==> config.mk <==
export PLATFORM = sky130hd
export DESIGN_NAME = udp_endpoint
export DESIGN_NICKNAME = d
export VERILOG_FILES = /design/src/logic/udp_ep_pkg.sv /design/src/logic/udp_byte_stream_if.sv /design/src/logic/udp_rx_filter.sv /design/src/logic/rx_payload_buffer.sv /design/src/logic/udp_send_ctrl.sv /design/src/logic/udp_endpoint.sv
export SDC_FILE = /design/constraint.sdc
export NUM_CORES = 1
export LEC_CHECK = 0
export ABC_AREA = 1
export BUFFER_PORTS_ARGS = -buffer_cell sky130_fd_sc_hd__buf_4
export CAP_MARGIN = 20
export CORE_MARGIN = 4
export CORE_UTILIZATION = 40
export CTS_CLUSTER_DIAMETER = 80
export DETAILED_ROUTE_END_ITERATION = 10
export GPL_ROUTABILITY_DRIVEN = 1
export GPL_TIMING_DRIVEN = 1
export PLACE_DENSITY = 0.62
export SKIP_LAST_GASP = 1
export SYNTH_ARGS = -nofsm -noshare
export SYNTH_HDL_FRONTEND = slang
export SYNTH_SLANG_ARGS = --single-unit
==> constraint.sdc <==
create_clock -name clk_axi -period 2.25 [get_ports clk_axi]
set_clock_uncertainty 0.05 [all_clocks]
set_input_delay 0 -clock clk_axi [delete_from_list [all_inputs] [get_ports clk_axi]]
set_output_delay 0 -clock clk_axi [all_outputs]
set_load 0.02 [all_outputs]
==> src/logic/udp_ep_pkg.sv <==
// Shared widths, protocol constants and receive buffer sizing for the UDP endpoint logic
package udp_ep_pkg;

  // Header field types
  typedef logic [47:0] mac_addr_t;
  typedef logic [31:0] ip_addr_t;
  typedef logic [15:0] udp_port_t;
  typedef logic [15:0] udp_len_t;
  typedef logic [7:0]  ip_proto_t;

  // Payload data
  typedef logic [7:0]  byte_t;

  // UDP header size in bytes
  localparam udp_len_t UDP_HDR_BYTES = 16'd8;

  // IP protocol number of UDP
  localparam ip_proto_t IP_PROTO_UDP = 8'd17;

  // Receive buffer size, power of two
  localparam int RX_BUF_DEPTH = 16;
  localparam int RX_BUF_AW    = $clog2(RX_BUF_DEPTH);

  // Receive filter states
  typedef enum logic [1:0] {
    RX_IDLE,
    RX_FORWARD,
    RX_DROP
  } rx_state_t;

endpackage

==> src/logic/udp_byte_stream_if.sv <==
// Byte stream from the receive filter into the payload buffer, valid/ready with tlast
interface udp_byte_stream_if
  import udp_ep_pkg::*;
();

  byte_t tdata;
  logic  tvalid;
  logic  tready;
  logic  tlast;

  // Producer side, the filter
  modport src (
    output tdata,
    output tvalid,
    output tlast,
    input  tready
  );

  // Consumer side, the buffer
  modport sink (
    input  tdata,
    input  tvalid,
    input  tlast,
    output tready
  );

endinterface

==> src/logic/udp_rx_filter.sv <==
// Accepts or drops each received UDP frame, latches its header and raises the receive interrupt
module udp_rx_filter
  import udp_ep_pkg::*;
(
  input  logic      clk_axi,
  input  logic      rst_axi,
  input  logic      i_hdr_valid,
  input  mac_addr_t i_src_mac,
  input  ip_addr_t  i_src_ip,
  input  ip_proto_t i_protocol,
  input  udp_port_t i_src_port,
  input  udp_port_t i_dst_port,
  input  udp_len_t  i_udp_length,
  input  logic      i_filter_en,
  input  udp_port_t i_filter_port,
  input  ip_addr_t  i_filter_ip,
  input  byte_t     i_pl_tdata,
  input  logic      i_pl_tvalid,
  input  logic      i_pl_tlast,
  output logic      o_pl_tready,
  udp_byte_stream_if.src out_stream,
  input  logic      i_clear_irq,
  output mac_addr_t o_recv_mac,
  output ip_addr_t  o_recv_ip,
  output udp_port_t o_recv_src_port,
  output udp_port_t o_recv_dst_port,
  output udp_len_t  o_recv_length,
  output logic      o_pkt_recv
);

  rx_state_t state;
  logic      hdr_match;
  logic      accept;
  logic      pl_xfer_last;
  logic      fwd_last;

  // Filter disabled lets everything through
  assign hdr_match = (i_protocol == IP_PROTO_UDP) && (i_dst_port == i_filter_port) &&
                     (i_src_ip == i_filter_ip);
  assign accept    = !i_filter_en || hdr_match;

  // Payload only moves to the buffer while forwarding
  assign out_stream.tdata  = i_pl_tdata;
  assign out_stream.tvalid = i_pl_tvalid && (state == RX_FORWARD);
  assign out_stream.tlast  = i_pl_tlast;

  always_comb begin
    case (state)
      RX_FORWARD: o_pl_tready = out_stream.tready;
      RX_DROP:    o_pl_tready = 1'b1;
      default:    o_pl_tready = 1'b0;
    endcase
  end

  assign pl_xfer_last = i_pl_tvalid && o_pl_tready && i_pl_tlast;
  assign fwd_last     = out_stream.tvalid && out_stream.tready && out_stream.tlast;

  always_ff @(posedge clk_axi) begin
    if (rst_axi) begin
      state <= RX_IDLE;
    end else begin
      case (state)
        RX_IDLE: begin
          if (i_hdr_valid) begin
            state <= accept ? RX_FORWARD : RX_DROP;
          end
        end
        RX_FORWARD, RX_DROP: begin
          if (pl_xfer_last) begin
            state <= RX_IDLE;
          end
        end
        default: state <= RX_IDLE;
      endcase
    end
  end

  // Header of the last accepted frame
  always_ff @(posedge clk_axi) begin
    if (rst_axi) begin
      o_recv_mac      <= '0;
      o_recv_ip       <= '0;
      o_recv_src_port <= '0;
      o_recv_dst_port <= '0;
      o_recv_length   <= '0;
    end else if ((state == RX_IDLE) && i_hdr_valid && accept) begin
      o_recv_mac      <= i_src_mac;
      o_recv_ip       <= i_src_ip;
      o_recv_src_port <= i_src_port;
      o_recv_dst_port <= i_dst_port;
      // Payload bytes only
      o_recv_length   <= i_udp_length - UDP_HDR_BYTES;
    end
  end

  // Clear beats a new frame in the same cycle
  always_ff @(posedge clk_axi) begin
    if (rst_axi) begin
      o_pkt_recv <= 1'b0;
    end else if (i_clear_irq) begin
      o_pkt_recv <= 1'b0;
    end else if (fwd_last) begin
      o_pkt_recv <= 1'b1;
    end
  end

  // Stack must not start a new header mid frame
  a_hdr_only_idle: assert property (
    @(posedge clk_axi) disable iff (rst_axi)
    i_hdr_valid |-> (state == RX_IDLE)
  );

  // No payload before its header
  a_no_payload_idle: assert property (
    @(posedge clk_axi) disable iff (rst_axi)
    (state == RX_IDLE) |-> !i_pl_tvalid
  );

endmodule

==> src/logic/rx_payload_buffer.sv <==
// Circular byte buffer holding accepted payload, head byte shown without read latency
module rx_payload_buffer
  import udp_ep_pkg::*;
(
  input  logic  clk_axi,
  input  logic  rst_axi,
  udp_byte_stream_if.sink in_stream,
  input  logic  i_rd_en,
  output byte_t o_rd_data,
  output logic  o_rd_empty,
  output logic  o_full
);

  byte_t                mem [RX_BUF_DEPTH];
  logic [RX_BUF_AW:0]   wr_ptr;
  logic [RX_BUF_AW:0]   rd_ptr;
  logic                 wr_en;
  logic                 rd_en;

  // Extra pointer bit tells full from empty
  assign o_rd_empty = (wr_ptr == rd_ptr);
  assign o_full     = (wr_ptr[RX_BUF_AW] != rd_ptr[RX_BUF_AW]) &&
                      (wr_ptr[RX_BUF_AW-1:0] == rd_ptr[RX_BUF_AW-1:0]);

  assign in_stream.tready = !o_full;

  assign wr_en = in_stream.tvalid && in_stream.tready;
  assign rd_en = i_rd_en && !o_rd_empty;

  assign o_rd_data = mem[rd_ptr[RX_BUF_AW-1:0]];

  always_ff @(posedge clk_axi) begin
    if (wr_en) begin
      mem[wr_ptr[RX_BUF_AW-1:0]] <= in_stream.tdata;
    end
  end

  always_ff @(posedge clk_axi) begin
    if (rst_axi) begin
      wr_ptr <= '0;
      rd_ptr <= '0;
    end else begin
      if (wr_en) begin
        wr_ptr <= wr_ptr + 1'b1;
      end
      if (rd_en) begin
        rd_ptr <= rd_ptr + 1'b1;
      end
    end
  end

  // Host reads only what is there
  a_no_pop_empty: assert property (
    @(posedge clk_axi) disable iff (rst_axi)
    i_rd_en |-> !o_rd_empty
  );

  // A byte stalled by a full buffer is still offered next cycle, so none is lost
  a_full_holds_byte: assert property (
    @(posedge clk_axi) disable iff (rst_axi)
    (in_stream.tvalid && o_full) |=> (in_stream.tvalid && $stable(in_stream.tdata))
  );

endmodule

==> src/logic/udp_send_ctrl.sv <==
// Holds a host send request until the stack takes it and keeps the sent interrupt flag
module udp_send_ctrl
  import udp_ep_pkg::*;
(
  input  logic     clk_axi,
  input  logic     rst_axi,
  input  logic     i_send_pkt,
  input  udp_len_t i_send_length,
  input  logic     i_udp_hdr_ready,
  input  logic     i_tx_done,
  input  logic     i_clear_irq,
  output logic     o_udp_hdr_valid,
  output udp_len_t o_udp_length,
  output logic     o_pkt_sent
);

  // Stack expects length including the UDP header
  assign o_udp_length = i_send_length + UDP_HDR_BYTES;

  always_ff @(posedge clk_axi) begin
    if (rst_axi) begin
      o_udp_hdr_valid <= 1'b0;
    end else if (o_udp_hdr_valid) begin
      o_udp_hdr_valid <= !i_udp_hdr_ready;
    end else if (i_send_pkt) begin
      o_udp_hdr_valid <= 1'b1;
    end
  end

  always_ff @(posedge clk_axi) begin
    if (rst_axi) begin
      o_pkt_sent <= 1'b0;
    end else if (i_clear_irq) begin
      o_pkt_sent <= 1'b0;
    end else if (i_tx_done) begin
      o_pkt_sent <= 1'b1;
    end
  end

  // Header length stays put while the request waits
  a_len_stable: assert property (
    @(posedge clk_axi) disable iff (rst_axi)
    (o_udp_hdr_valid && !i_udp_hdr_ready) |=> $stable(o_udp_length)
  );

endmodule

==> src/logic/udp_endpoint.sv <==
// UDP endpoint control top level, receive filter and buffer plus send control on plain ports
module udp_endpoint
  import udp_ep_pkg::*;
(
  input  logic      clk_axi,
  input  logic      rst_axi,
  // Received header from the stack
  input  logic      i_hdr_valid,
  input  mac_addr_t i_src_mac,
  input  ip_addr_t  i_src_ip,
  input  ip_proto_t i_protocol,
  input  udp_port_t i_src_port,
  input  udp_port_t i_dst_port,
  input  udp_len_t  i_udp_length,
  // Filter configuration
  input  logic      i_filter_en,
  input  udp_port_t i_filter_port,
  input  ip_addr_t  i_filter_ip,
  // Received payload
  input  byte_t     i_pl_tdata,
  input  logic      i_pl_tvalid,
  input  logic      i_pl_tlast,
  output logic      o_pl_tready,
  // Latched header of the last accepted frame
  output mac_addr_t o_recv_mac,
  output ip_addr_t  o_recv_ip,
  output udp_port_t o_recv_src_port,
  output udp_port_t o_recv_dst_port,
  output udp_len_t  o_recv_length,
  // Buffer read side
  input  logic      i_rd_en,
  output byte_t     o_rd_data,
  output logic      o_rd_empty,
  output logic      o_rx_full,
  // Send request
  input  logic      i_send_pkt,
  input  udp_len_t  i_send_length,
  input  logic      i_udp_hdr_ready,
  input  logic      i_tx_done,
  output logic      o_udp_hdr_valid,
  output udp_len_t  o_udp_length,
  // Interrupts
  input  logic      i_clear_irq,
  output logic      o_pkt_recv,
  output logic      o_pkt_sent
);

  udp_byte_stream_if rx_stream ();

  udp_rx_filter u_udp_rx_filter (
    .clk_axi         (clk_axi),
    .rst_axi         (rst_axi),
    .i_hdr_valid     (i_hdr_valid),
    .i_src_mac       (i_src_mac),
    .i_src_ip        (i_src_ip),
    .i_protocol      (i_protocol),
    .i_src_port      (i_src_port),
    .i_dst_port      (i_dst_port),
    .i_udp_length    (i_udp_length),
    .i_filter_en     (i_filter_en),
    .i_filter_port   (i_filter_port),
    .i_filter_ip     (i_filter_ip),
    .i_pl_tdata      (i_pl_tdata),
    .i_pl_tvalid     (i_pl_tvalid),
    .i_pl_tlast      (i_pl_tlast),
    .o_pl_tready     (o_pl_tready),
    .out_stream      (rx_stream.src),
    .i_clear_irq     (i_clear_irq),
    .o_recv_mac      (o_recv_mac),
    .o_recv_ip       (o_recv_ip),
    .o_recv_src_port (o_recv_src_port),
    .o_recv_dst_port (o_recv_dst_port),
    .o_recv_length   (o_recv_length),
    .o_pkt_recv      (o_pkt_recv)
  );

  rx_payload_buffer u_rx_payload_buffer (
    .clk_axi    (clk_axi),
    .rst_axi    (rst_axi),
    .in_stream  (rx_stream.sink),
    .i_rd_en    (i_rd_en),
    .o_rd_data  (o_rd_data),
    .o_rd_empty (o_rd_empty),
    .o_full     (o_rx_full)
  );

  udp_send_ctrl u_udp_send_ctrl (
    .clk_axi         (clk_axi),
    .rst_axi         (rst_axi),
    .i_send_pkt      (i_send_pkt),
    .i_send_length   (i_send_length),
    .i_udp_hdr_ready (i_udp_hdr_ready),
    .i_tx_done       (i_tx_done),
    .i_clear_irq     (i_clear_irq),
    .o_udp_hdr_valid (o_udp_hdr_valid),
    .o_udp_length    (o_udp_length),
    .o_pkt_sent      (o_pkt_sent)
  );

endmodule

==> impl_metrics.csv <==
group,metric,value,unit
setup_path,worst-endpoint-arrival,2370,ps
clocking,clock_path_buffers,3,
setup_path,crit_buf_inv,2,
sta,fmax,0.4469,GHz
sta,slew_viol_final,0,
pwr,combPwrFrac,0.315,
setup_path,critPathLaunchType,"flop",
setup_path,critPathKind,"flop to flop",
logic_synthesis,syn-instance-count,1563,
sta,min_period,2237,ps
logic_synthesis,yosys.cell_types.count,31,
drt,drc,0,
setup_path,slowest_stage,"nor2_1",
drt,drt-initial-drc-count,703,
run,drv_cap,0,
setup_path,critical_path.max_fanout,8,
setup_path,path_delay_family,"simple AND/OR/NAND/NOR gates",
global_route,track_usage,0.2288,
drt,vias_per_cell,4.754,
floorplan,num_rows,65,
place,placed_area,16170,um2
clocking,clockRootBuffer,"clkbuf_16",
floorplan,io_pins,377,
clocking,cts.reportedPaths.clkPinSlew,60,ps
logic_synthesis,ys_warn_count,0,
setup_path,cpMostUsedCell,"nand2_1",
logic_synthesis,ys_seq_area_frac,0.5221,
min_path,hp-class,"primary input to flop",
setup_path,worstPathRequired,2380,ps
pwr,leakage,8.661,nW
clocking,htreeDepth,1,
pwr,powerDensity,855.4,nW/um2
logic_synthesis,ys_ff_latch,275,
final_layout,drive_gt1_frac,0.2349,
final_layout,final_cells,2540,
floorplan,die_w,188.3,um
drt,routedWlPerCell,16.71,um
place,dp_hpwl,29.83,mm
sta,max_slew_margin,0.5740,
logic_synthesis,synth_area,13000,um2
pwr,seqPwrFrac,0.363,
floorplan,die-area,35450,um2
setup_path,endpoint_kind,"flop",
global_route,grt_pass1_vias,11792,
final_layout,fin_area,18980,um2
drt,postRouteAntennaNets,0,
clocking,cts_made_buffers,31,
outcome,status,"complete, no violations",
final_layout,nNetsFinal,2305,
floorplan,core_region_area,31800,um2
place,gp_congestion,0.8604,
global_route,grt_max_degree,83,
global_route,antenna_found_initial,6,
floorplan,die_h,188.3,um
pwr,swShare,0.3211,
global_route,grt-ovfl-total,0,
sta,rsz0062_at_grt,"yes",
pwr,intPower,0.01102,W
clocking,cts_tree,"yes",
sta,period_share,0.9944,
setup_path,critPathMaxStageDelay,560,ps
drt,vias,12074,
pwr,power_frac_clock,0.322,
sta,setup_viol,0,
pwr,p_sw,0.005213,W
floorplan,initial_core_util,0.4088,
setup_path,crit_chain,"xor2_1, nor2_1, nand3_1, nand2_1, inv_1, nand2_1, inv_1, nand2_1, nor2_1",
pwr,peakVddDrop,0.5315,mV
global_route,grt_pass1_wl,65.03,mm
sta,tightest_slew,636.6,ps
drt,dr.pass1.iters,7,
clocking,clock_sink_count,275,
clocking,clock_latency,550,ps
logic_synthesis,syn_area_per_cell,8.317,um2
pwr,total_power,0.01624,W
final_layout,syn_to_final_growth,46.04,%
place,dp.cells,2310,
sta,hold_viol_final,0,
logic_synthesis,synthesis.nets,1792,
place,port_buffers,370,
drt,wl,42.45,mm
cell usage after synthesis, drive strengths merged:
library cell / n / area (um2)
nand2: 276 / 1049
inv: 212 / 795.8
nor2: 192 / 720.7
a21oi: 172 / 860.8
nand3: 151 / 755.7
dfxtp: 147 / 2943
edfxtp: 128 / 3844
buf: 53 / 414.1
o21ai: 50 / 250.2
clkbuf: 43 / 162.7
mux2i: 32 / 320.3
o211ai: 32 / 240.2
xnor2: 31 / 271.5
xor2: 17 / 148.9
ha: 10 / 125.1
nor3: 6 / 30.03
or2: 4 / 25.02
clkinv: 2 / 7.510
a21boi: 1 / 7.510
nand3b: 1 / 7.510
nand4: 1 / 6.260
nor3b: 1 / 7.510
nor4: 1 / 6.260
layer usage:
metal  GRT usage  vias up  wire length [um]
li1            -     6096                 -
met1      0.2743     5529             17080
met2      0.4015      372             20940
met3     0.05595       77              2891
met4     0.07933        0              1534
met5           0        -                 0
worst reg2reg max path, delay by kind of cell, from the launching register on:
family | cells | cell delay, ps
AND/OR/NAND/NOR | 6 | 1100
flip-flops | 1 | 360
XOR/XNOR | 1 | 180
buffers and inverters | 2 | 170
flip-flops by register name, indices dropped and copies added (netlist names), named ones only:
register / cells
u_rx_payload_buffer.mem: 128
u_rx_payload_buffer.rd_ptr: 5
u_rx_payload_buffer.wr_ptr: 5
u_udp_rx_filter.o_pkt_recv: 1
u_udp_rx_filter.o_recv_dst_port: 16
u_udp_rx_filter.o_recv_ip: 32
u_udp_rx_filter.o_recv_length: 16
u_udp_rx_filter.o_recv_mac: 48
u_udp_rx_filter.o_recv_src_port: 16
u_udp_rx_filter.state: 2
u_udp_send_ctrl.o_pkt_sent: 1
u_udp_send_ctrl.o_udp_hdr_valid: 1
placed cells by master, fill, tap and decap left out, types with 6 or more instances in the layout:
cell type,instances
buf_4,402
nand2_1,273
inv_1,206
nor2_1,184
a21oi_1,172
dlygate4sd3_1,159
nand3_1,151
dfxtp_1,143
edfxtp_1,128
o21ai_0,45
mux2i_1,32
o211ai_1,32
xnor2_1,31
clkbuf_16,31
xor2_1,17
buf_12,12
ha_1,9
nor2_2,8
clkbuf_1,7
diode_2,6
nor3_1,6
kinds of logic after synthesis:
| kind of cell | count (synthesis) | synth area share |
|---|---|---|
| AO/OA/AOI/OAI | 255 | 0.1045 |
| multiplexers | 32 | 0.02464 |
| AND/OR/NAND/NOR | 633 | 0.2006 |
| buffers and inverters | 310 | 0.1062 |
| flip-flops | 275 | 0.5221 |
| XOR/XNOR | 48 | 0.03234 |
| adder cells (fa/ha/maj) | 10 | 0.009626 |
per-stage QoR:
step / setup slack, ps / hold WS [ps] / utilization / TNS [ps]
2_1_floorplan: 270.8 / 19.07 / - / 0
3_3_place_gp: 119.8 / -49.86 / 0.5086 / 0
3_5_place_dp: 38.41 / -49.86 / 0.5086 / 0
4_1_cts: 7.852 / 194.2 / 0.5939 / 0
5_1_grt: -152.6 / 241.1 / 0.5970 / -3523
6_report: 12.56 / 219.4 / 0.5970 / 0
power by group through the flow:
| stage | registers [W] | logic (W) | clock network, W |
|---|---|---|---|
| 2_1_floorplan | 0.00636 | 0.00242 | 0 |
| 3_3_place_gp | 0.00606 | 0.00456 | 0 |
| 3_5_place_dp | 0.00606 | 0.00459 | 0 |
| 4_1_cts | 0.00592 | 0.00501 | 0.00533 |
| 5_1_grt | 0.00594 | 0.00557 | 0.00553 |
| 6_report | 0.00590 | 0.00512 | 0.00522 |
path summary, 6_finish.rpt:
| kind | cells past startpoint | endpoint | slack [ps] | from |
|---|---|---|---|---|
| worst max-delay path | 9 | u_rx_payload_buffer.mem[5][1]$_DFFE_PP_ | 10 | u_rx_payload_buffer.wr_ptr[2]$_SDFFE_PP0P_ |
| worst min-delay path | 4 | u_udp_send_ctrl.o_udp_hdr_valid$_SDFF_PP0_ | 220 | i_send_pkt |
| worst max register to register | 9 | u_rx_payload_buffer.mem[5][1]$_DFFE_PP_ | 10 | u_rx_payload_buffer.wr_ptr[2]$_SDFFE_PP0P_ |
| worst min register to register | 2 | u_udp_rx_filter.o_recv_mac[7]$_SDFFE_PP0P_ | 430 | u_udp_rx_filter.o_recv_mac[7]$_SDFFE_PP0P_ |
final cells by class:
class	instances	area, um2
multi-input cells	978	4863
repair buffers	576	4895
well taps	435	544.3
diodes	6	15.01
fillers	2732	12820
clock buffers	41	843.3
flip-flops and latches	275	6794
clock inverters	15	214.0
inverters	214	814.5
what timing repair did:
| action | in CTS | in global routing |
|---|---|---|
| hold buffers | 160 | 0 |
| gates cloned | 0 | 0 |
| pin swaps | 0 | 4 |
| buffers inserted | 3 | 6 |
| resized for setup | 1 | 19 |
| endpoints found under the hold margin | 278 | 0 |
| endpoints found under the setup margin | 8 | 98 |
No activity file was read; power rests on OpenSTA's default activity.
